<file path="config.mk">
export PLATFORM = sky130hd
export DESIGN_NAME = wino_inverse_transform
export DESIGN_NICKNAME = d
export VERILOG_FILES = /design/src/hdl/wino_ctrl_pkg.sv /design/src/hdl/wino_data_pkg.sv /design/src/hdl/wino_adder_tree.sv /design/src/hdl/wino_at_transform.sv /design/src/hdl/wino_beat_counter.sv /design/src/hdl/wino_inverse_transform.sv /design/src/hdl/wino_output_stage.sv /design/src/hdl/wino_seq_fsm.sv /design/src/hdl/wino_tile_buffer.sv
export SDC_FILE = /design/constraint.sdc
export NUM_CORES = 2
export LEC_CHECK = 0
export ABC_AREA = 1
export BUFFER_PORTS_ARGS = -buffer_cell sky130_fd_sc_hd__buf_2
export CAP_MARGIN = 20
export CORE_AREA = 2 2 695 420
export CTS_BUF_LIST = sky130_fd_sc_hd__clkbuf_8
export CTS_CLUSTER_DIAMETER = 150
export CTS_CLUSTER_SIZE = 30
export DETAILED_ROUTE_END_ITERATION = 8
export DIE_AREA = 0 0 697 422
export PLACE_DENSITY = 0.69
export SYNTH_ARGS = -nofsm -noshare
export SYNTH_HDL_FRONTEND = slang
export SYNTH_SLANG_ARGS = --single-unit
export TNS_END_PERCENT = 10
</file>
<file path="constraint.sdc">
create_clock -name clk -period 28.6 [get_ports clk]
set_clock_uncertainty 0.15 [all_clocks]
set_input_delay 4.29 -clock clk [delete_from_list [all_inputs] [get_ports clk]]
set_output_delay 4.29 -clock clk [all_outputs]
set_load 0.02 [all_outputs]
</file>
<file path="src/hdl/wino_ctrl_pkg.sv">
`default_nettype none

package wino_ctrl_pkg;

	// Drain sequencing
	typedef enum logic [1:0] {
		S_IDLE,
		S_DRAIN,
		S_DRAIN_FILL
	} wino_state_e;

	// Six rows per tile, four columns per drain
	localparam int FILL_CNT_W = 3;
	localparam int DRAIN_CNT_W = 2;

	// Register stages of one adder tree
	localparam int AT_LATENCY = 3;

endpackage

`default_nettype wire

</file>
<file path="src/hdl/wino_data_pkg.sv">
`default_nettype none

package wino_data_pkg;

	localparam int ACC_W = 30;
	localparam int OUT_W = 16;

	// One tile row at the input, or one drain vector into the row pass
	typedef struct packed {
		logic signed [ACC_W-1:0] e0;
		logic signed [ACC_W-1:0] e1;
		logic signed [ACC_W-1:0] e2;
		logic signed [ACC_W-1:0] e3;
		logic signed [ACC_W-1:0] e4;
		logic signed [ACC_W-1:0] e5;
	} wino_row_t;

	// Four A^T outputs of one pass
	typedef struct packed {
		logic signed [ACC_W-1:0] y0;
		logic signed [ACC_W-1:0] y1;
		logic signed [ACC_W-1:0] y2;
		logic signed [ACC_W-1:0] y3;
	} wino_col_t;

	typedef struct packed {
		logic [OUT_W-1:0] y0;
		logic [OUT_W-1:0] y1;
		logic [OUT_W-1:0] y2;
		logic [OUT_W-1:0] y3;
	} wino_out_t;

endpackage

`default_nettype wire

</file>
<file path="src/hdl/wino_adder_tree.sv">
`default_nettype none

module wino_adder_tree
	import wino_data_pkg::*;
(
	input  wire                      clk,
	input  wire signed [ACC_W-1:0]   i_a0,
	input  wire signed [ACC_W-1:0]   i_a1,
	input  wire signed [ACC_W-1:0]   i_a2,
	input  wire signed [ACC_W-1:0]   i_a3,
	input  wire signed [ACC_W-1:0]   i_a4,
	input  wire signed [ACC_W-1:0]   i_a5,
	output logic signed [ACC_W-1:0]  o_sum
);

	logic signed [ACC_W-1:0] s1_0;
	logic signed [ACC_W-1:0] s1_1;
	logic signed [ACC_W-1:0] s1_2;
	logic signed [ACC_W-1:0] s2_0;
	logic signed [ACC_W-1:0] s2_1;

	// Sums wrap at ACC_W, same as truncating a wider result
	always_ff @(posedge clk) begin
		s1_0 <= i_a0 + i_a1;
		s1_1 <= i_a2 + i_a3;
		s1_2 <= i_a4 + i_a5;
		s2_0 <= s1_0 + s1_1;
		s2_1 <= s1_2;
		o_sum <= s2_0 + s2_1;
	end

endmodule

`default_nettype wire

</file>
<file path="src/hdl/wino_at_transform.sv">
`default_nettype none

module wino_at_transform
	import wino_data_pkg::*;
(
	input  wire               clk,
	input  wino_row_t         i_vec,
	output wino_col_t         o_col
);

	logic signed [ACC_W-1:0] term [4][6];
	logic signed [ACC_W-1:0] sum [4];

	// ########################################################################
	// A^T rows, scaled and negated terms
	// ########################################################################
	always_comb begin
		term[0] = '{i_vec.e0, i_vec.e1, i_vec.e2, i_vec.e3, i_vec.e4, ACC_W'(0)};
		term[1] = '{ACC_W'(0), i_vec.e1, -i_vec.e2,
			i_vec.e3 <<< 1, -(i_vec.e4 <<< 1), ACC_W'(0)};
		term[2] = '{ACC_W'(0), i_vec.e1, i_vec.e2,
			i_vec.e3 <<< 2, i_vec.e4 <<< 2, ACC_W'(0)};
		term[3] = '{ACC_W'(0), i_vec.e1, -i_vec.e2,
			i_vec.e3 <<< 3, -(i_vec.e4 <<< 3), i_vec.e5};
	end

	for (genvar r = 0; r < 4; r++) begin : g_row
		wino_adder_tree u_tree (
			.clk   (clk),
			.i_a0  (term[r][0]),
			.i_a1  (term[r][1]),
			.i_a2  (term[r][2]),
			.i_a3  (term[r][3]),
			.i_a4  (term[r][4]),
			.i_a5  (term[r][5]),
			.o_sum (sum[r])
		);
	end

	assign o_col.y0 = sum[0];
	assign o_col.y1 = sum[1];
	assign o_col.y2 = sum[2];
	assign o_col.y3 = sum[3];

endmodule

`default_nettype wire

</file>
<file path="src/hdl/wino_beat_counter.sv">
`default_nettype none

module wino_beat_counter
	import wino_ctrl_pkg::*;
(
	input  wire   clk,
	input  wire   i_rst_n,
	input  wire   i_capture,
	input  wire   i_drain,
	output logic  o_fill_last,
	output logic  o_drain_last
);

	logic [FILL_CNT_W-1:0]  fill_cnt;
	logic [DRAIN_CNT_W-1:0] drain_cnt;

	always_ff @(posedge clk) begin
		if (!i_rst_n) begin
			fill_cnt <= '0;
			drain_cnt <= '0;
		end else begin
			if (i_capture) begin
				if (o_fill_last) begin
					fill_cnt <= '0;
				end else begin
					fill_cnt <= fill_cnt + 1'b1;
				end
			end
			// Two bits wrap after the fourth column on their own
			if (i_drain) begin
				drain_cnt <= drain_cnt + 1'b1;
			end
		end
	end

	assign o_fill_last = (fill_cnt == FILL_CNT_W'(5));
	assign o_drain_last = (drain_cnt == DRAIN_CNT_W'(3));

endmodule

`default_nettype wire

</file>
<file path="src/hdl/wino_inverse_transform.sv">
`default_nettype none

module wino_inverse_transform
	import wino_data_pkg::*;
	import wino_ctrl_pkg::*;
#(
	parameter int FRAC_BITS = 8
) (
	input  wire        clk,
	input  wire        i_rst_n,
	input  wire        i_valid,
	input  wino_row_t  i_row,
	output logic       o_valid,
	output wino_out_t  o_result
);

	logic [AT_LATENCY-1:0] vld_q;
	logic                  capture;
	wino_col_t             col;
	logic                  fill_last;
	logic                  drain_last;
	logic                  load;
	logic                  drain;
	wino_row_t             drain_vec;

	// ########################################################################
	// Column pass and capture alignment
	// ########################################################################
	wino_at_transform u_col_at (
		.clk   (clk),
		.i_vec (i_row),
		.o_col (col)
	);

	always_ff @(posedge clk) begin
		if (!i_rst_n) begin
			vld_q <= '0;
		end else begin
			vld_q <= {vld_q[AT_LATENCY-2:0], i_valid};
		end
	end

	assign capture = vld_q[AT_LATENCY-1];

	// ########################################################################
	// Gather, corner turn and drain control
	// ########################################################################
	wino_tile_buffer u_buf (
		.clk       (clk),
		.i_capture (capture),
		.i_col     (col),
		.i_load    (load),
		.i_drain   (drain),
		.o_vec     (drain_vec)
	);

	wino_beat_counter u_cnt (
		.clk          (clk),
		.i_rst_n      (i_rst_n),
		.i_capture    (capture),
		.i_drain      (drain),
		.o_fill_last  (fill_last),
		.o_drain_last (drain_last)
	);

	wino_seq_fsm u_fsm (
		.clk          (clk),
		.i_rst_n      (i_rst_n),
		.i_capture    (capture),
		.i_fill_last  (fill_last),
		.i_drain_last (drain_last),
		.o_load       (load),
		.o_drain      (drain)
	);

	wino_output_stage #(
		.FRAC_BITS (FRAC_BITS)
	) u_out (
		.clk      (clk),
		.i_rst_n  (i_rst_n),
		.i_vec    (drain_vec),
		.i_drain  (drain),
		.o_valid  (o_valid),
		.o_result (o_result)
	);

endmodule

`default_nettype wire

</file>
<file path="src/hdl/wino_output_stage.sv">
`default_nettype none

module wino_output_stage
	import wino_data_pkg::*;
	import wino_ctrl_pkg::*;
#(
	parameter int FRAC_BITS = 8
) (
	input  wire        clk,
	input  wire        i_rst_n,
	input  wino_row_t  i_vec,
	input  wire        i_drain,
	output logic       o_valid,
	output wino_out_t  o_result
);

	wino_col_t             col;
	logic [AT_LATENCY-1:0] vld_q;

	// Negative clamps to zero, else take the integer field above the fraction
	function automatic logic [OUT_W-1:0] rectify(logic signed [ACC_W-1:0] v);
		return v[ACC_W-1] ? '0 : v[FRAC_BITS +: OUT_W];
	endfunction

	wino_at_transform u_row_at (
		.clk   (clk),
		.i_vec (i_vec),
		.o_col (col)
	);

	always_ff @(posedge clk) begin
		if (!i_rst_n) begin
			vld_q <= '0;
			o_valid <= 1'b0;
		end else begin
			vld_q <= {vld_q[AT_LATENCY-2:0], i_drain};
			o_valid <= vld_q[AT_LATENCY-1];
		end
	end

	always_ff @(posedge clk) begin
		if (vld_q[AT_LATENCY-1]) begin
			o_result.y0 <= rectify(col.y0);
			o_result.y1 <= rectify(col.y1);
			o_result.y2 <= rectify(col.y2);
			o_result.y3 <= rectify(col.y3);
		end
	end

endmodule

`default_nettype wire

</file>
<file path="src/hdl/wino_seq_fsm.sv">
`default_nettype none

module wino_seq_fsm
	import wino_ctrl_pkg::*;
(
	input  wire   clk,
	input  wire   i_rst_n,
	input  wire   i_capture,
	input  wire   i_fill_last,
	input  wire   i_drain_last,
	output logic  o_load,
	output logic  o_drain
);

	wino_state_e state;
	wino_state_e state_nxt;

	// Sixth row of a tile is being captured
	assign o_load = i_capture & i_fill_last;

	always_comb begin
		state_nxt = state;
		case (state)
			S_IDLE: begin
				if (o_load) begin
					state_nxt = S_DRAIN;
				end
			end
			S_DRAIN, S_DRAIN_FILL: begin
				if (i_drain_last) begin
					state_nxt = o_load ? S_DRAIN : S_IDLE;
				end else if (o_load) begin
					state_nxt = S_DRAIN;
				end else if (i_capture) begin
					state_nxt = S_DRAIN_FILL;
				end
			end
			default: state_nxt = S_IDLE;
		endcase
	end

	always_ff @(posedge clk) begin
		if (!i_rst_n) begin
			state <= S_IDLE;
		end else begin
			state <= state_nxt;
		end
	end

	assign o_drain = (state == S_DRAIN) || (state == S_DRAIN_FILL);

endmodule

`default_nettype wire

</file>
<file path="src/hdl/wino_tile_buffer.sv">
`default_nettype none

module wino_tile_buffer
	import wino_data_pkg::*;
(
	input  wire        clk,
	input  wire        i_capture,
	input  wino_col_t  i_col,
	input  wire        i_load,
	input  wire        i_drain,
	output wino_row_t  o_vec
);

	// Newest row in slot 0; the sixth row is taken from i_col on load
	wino_col_t fill_q [5];
	wino_col_t rows [6];
	wino_row_t load_vec [4];
	wino_row_t drain_q [4];

	function automatic logic signed [ACC_W-1:0] pick(wino_col_t c, int unsigned j);
		case (j)
			0: return c.y0;
			1: return c.y1;
			2: return c.y2;
			default: return c.y3;
		endcase
	endfunction

	assign rows = '{fill_q[4], fill_q[3], fill_q[2], fill_q[1], fill_q[0], i_col};

	// Corner turn, vector j holds column j of every row
	always_comb begin
		for (int j = 0; j < 4; j++) begin
			load_vec[j].e0 = pick(rows[0], j);
			load_vec[j].e1 = pick(rows[1], j);
			load_vec[j].e2 = pick(rows[2], j);
			load_vec[j].e3 = pick(rows[3], j);
			load_vec[j].e4 = pick(rows[4], j);
			load_vec[j].e5 = pick(rows[5], j);
		end
	end

	always_ff @(posedge clk) begin
		if (i_capture) begin
			fill_q[0] <= i_col;
			for (int k = 1; k < 5; k++) begin
				fill_q[k] <= fill_q[k-1];
			end
		end
		if (i_load) begin
			drain_q <= load_vec;
		end else if (i_drain) begin
			drain_q[0] <= drain_q[1];
			drain_q[1] <= drain_q[2];
			drain_q[2] <= drain_q[3];
		end
	end

	assign o_vec = drain_q[0];

endmodule

`default_nettype wire

</file>
==> results.sh <==
export IMPL_synth_seq_area_share_pct=52.2
export IMPL_synth_top_area_share_pct=33.6
export IMPL_area_growth_pct=6.19
export IMPL_grt_pass1_vias=88800
export IMPL_synth_top_flop_cell="edfxtp_1"
export IMPL_grt_pass1_wl_mm=613
export IMPL_die_area_mm2=0.294
export IMPL_mostFrequentLayoutCell="nand2_1"
export IMPL_ios=248
export IMPL_core_area_mm2=0.288
export IMPL_clock_fmax_mhz=142
export IMPL_whs_ns=0.149
export IMPL_drv_slew=0
export IMPL_synth_seq_cells=2523
export IMPL_required_ns=29.31
export IMPL_register_area_mm2=0.0643
export IMPL_dr_first_iter_drc_count=13500
export IMPL_htreeDepth=3
export IMPL_setup_viol=0
export IMPL_clock_sinks=2523
export IMPL_multi_input_area_mm2=0.0527
export IMPL_avgSynthCellArea_um2=8.63
export IMPL_cp_common_cell="nand2_1"
export IMPL_timing_final_crit_share_pct=24.7
export IMPL_track_usage_pct=28.5
export IMPL_place_area_mm2=0.129
export IMPL_clock_latency_ns=1.01
export IMPL_place_congestion=1.08
export IMPL_port_buffers=247
export IMPL_synthTopCellsByArea="edfxtp_1 34%, dfxtp_1 19%, nand2_1 15%, ha_1 8.2%, inv_1 4.5%"
export IMPL_ys_types=43
export IMPL_vias=99100
export IMPL_end_kind="flip-flop"
export IMPL_drt_pass1_iterations=9
export IMPL_post_cts_buffers=0
export IMPL_synth_nets=15300
export IMPL_path_clk_slew_ns=0.16
export IMPL_synth_edf_count=1379
export IMPL_rsz0062_at_grt="false"
export IMPL_antenna_left=0
export IMPL_critPathMaxFanout=6
export IMPL_drv_cap=0
export IMPL_vdd_drop_max_v=0.0000515
export IMPL_syn_inst=14300
export IMPL_tightestPinTransition_ns=1.17
export IMPL_hpwl_mm=353
export IMPL_antenna_found_initial=82
export IMPL_crit_chain="buf_2 > inv_1 > ha_1 > nand2_1 > nor2_4 > nand3_2 > nor2_1 > xor2_1 > ha_1 > nand2_1 > nand2_1 > o21bai_1 > a21oi_1 > inv_1 > nand2_1 > nand3_1 > nand2_1 > nand2_1"
export IMPL_drc=0
export IMPL_post_drt_wl_per_cell_um=23.2
export IMPL_mostFrequentLayoutCells="4868 x nand2_1, 1539 x inv_1, 1379 x edfxtp_1"
export IMPL_fill_cells=28000
export IMPL_rows=153
export IMPL_crit_path_start_kind="input port"
export IMPL_root_buffer="clkbuf_8"
export IMPL_relSlewSlack_pct=21.4
export IMPL_p_per_area_mw_per_mm2=93.6
export IMPL_cp_arrival_ns=7.77
export IMPL_cts_tree="done"
export IMPL_synthArstFlopShare_pct=0
export IMPL_start_util_pct=42.8
export IMPL_yosys_warnings=0
export IMPL_die_w_um=697
export IMPL_num_nets_final=15600
export IMPL_overflow=0
export IMPL_setup_tns_ns=0
export IMPL_hold_buffers=0
export IMPL_layout_drive_gt1_share_pct=3.20
export IMPL_p_leak_uw=0.0591
export IMPL_avgViaCountPerCell=5.35
export IMPL_fin_util_pct=45.4
export IMPL_min_period_ns=7.05
export IMPL_grt_max_degree=164
export IMPL_cts_max_path_buffers=3
export IMPL_crit_slowest_cell="xor2_1"
export IMPL_critPathMaxStageDelay_ns=0.64
export IMPL_hp_class="flip-flop to flip-flop"
export IMPL_wl_mm=430
export IMPL_hold_viol=0
export IMPL_tritoncts_num_buffers=94
export IMPL_synth_area_mm2=0.123
export IMPL_post_cts_resized=0
export IMPL_final_area_mm2=0.131
export IMPL_crit_type="input port to flip-flop"
export IMPL_outcome="completed"
export IMPL_yosysTopAreaCell="edfxtp_1"
export IMPL_dieHeight_um=422
==> state kept, by name (all words and copies together) (netlist names), 117 cells and up <==
register	flops
u_out.u_row_at.g_row.u_tree.s2_0	117
u_col_at.g_row.u_tree.s2_0	118
u_out.u_row_at.g_row.u_tree.s1_1	118
u_buf.fill_q	595
u_col_at.g_row.u_tree.o_sum	119
u_col_at.g_row.u_tree.s1_1	118
u_buf.o_vec	180
u_buf.drain_q	540
==> worst max-delay path: cells and delay by family <==
| family | cells | cell delay, ns |
|---|---|---|
| buf+inv | 3 | 0.36 |
| compound gates | 2 | 0.65 |
| xor+xnor | 1 | 0.64 |
| fa+ha+maj | 2 | 0.59 |
| simple gates | 10 | 1.22 |
==> power by group <==
part | total [µW] | internal (µW) | switching, µW
Sequential | 5300 | 4710 | 587
Combinational | 5560 | 1650 | 3910
Clock | 1400 | 324 | 1070
Total | 12300 | 6690 | 5570
==> synthesized netlist by cell type, types with 4 or more instances <==
cell type / number
and2_1: 23
o21a_1: 80
clkbuf_1: 15
buf_2: 108
nor3_1: 149
nor2_2: 8
nand3b_1: 37
nand2_1: 4869
o211ai_1: 7
nand2_2: 8
buf_6: 4
nor2_4: 13
or2_2: 4
xor2_1: 428
xnor2_1: 90
dfxtp_1: 1144
edfxtp_1: 1379
o21ai_1: 11
o21ai_2: 8
o21bai_1: 72
a21boi_0: 9
nand3_1: 632
nand3_2: 8
o31ai_1: 4
nor4_1: 19
a21oi_1: 898
o21ai_0: 452
inv_2: 8
inv_1: 1477
a21o_1: 65
ha_1: 809
fa_1: 23
nand4_1: 205
nor2_1: 1195
==> layer usage <==
metal,share of wire [%],track usage (%)
met1,49,45.2
met2,33,32.9
met3,16,14.9
met4,1.7,4.39
met5,0.16,0.548
==> kinds of logic (layout without fill, tap and decap cells) <==
group	Yosys count	in the layout	share of synthesized area (%)
adder cells (fa/ha/maj)	832	832	8.59
XOR/XNOR	518	518	3.68
flip-flops	2523	2523	52.2
other	0	19	0
AO/OA/AOI/OAI	1608	1608	7.04
buffers and inverters	1614	1953	5.05
AND/OR/NAND/NOR	7180	7180	23.5
==> final cells by class <==
class                           count  area share (%)
Antenna cell                       19          0.0363
Clock buffer                       97            1.02
Clock inverter                     68           0.241
Inverter                         1486            4.27
Multi-Input combinational cell  10100            40.3
Sequential cell                  2523            49.1
Tap cell                         3875            3.70
Timing Repair Buffer              302            1.30
==> through the flow <==
step                cells  total power [µW]  setup slack (ns)
floorplan           14300              8670             0.899
global placement    18300             10600             20.68
detailed placement  18300             10600             20.67
CTS                 18500             12000             21.77
global route        18500             13000             21.53
finish              18500             12300             21.55
==> path summary, 6_finish.rpt <==
path | depth (start not counted) | start | to | slack, ns
worst max-delay path | 18 | i_row[91] | u_col_at.g_row[3].u_tree.s1_1[27] | 21.55
worst min-delay path | 0 | u_out.u_row_at.g_row[3].u_tree.s1_2[8] | u_out.u_row_at.g_row[3].u_tree.s2_1[8] | 0.15
worst max register to register | 11 | vld_q[2] | u_buf.o_vec[4] | 22.36
worst min register to register | 0 | u_out.u_row_at.g_row[3].u_tree.s1_2[8] | u_out.u_row_at.g_row[3].u_tree.s2_1[8] | 0.15
Power figures use the tool's default switching activity.
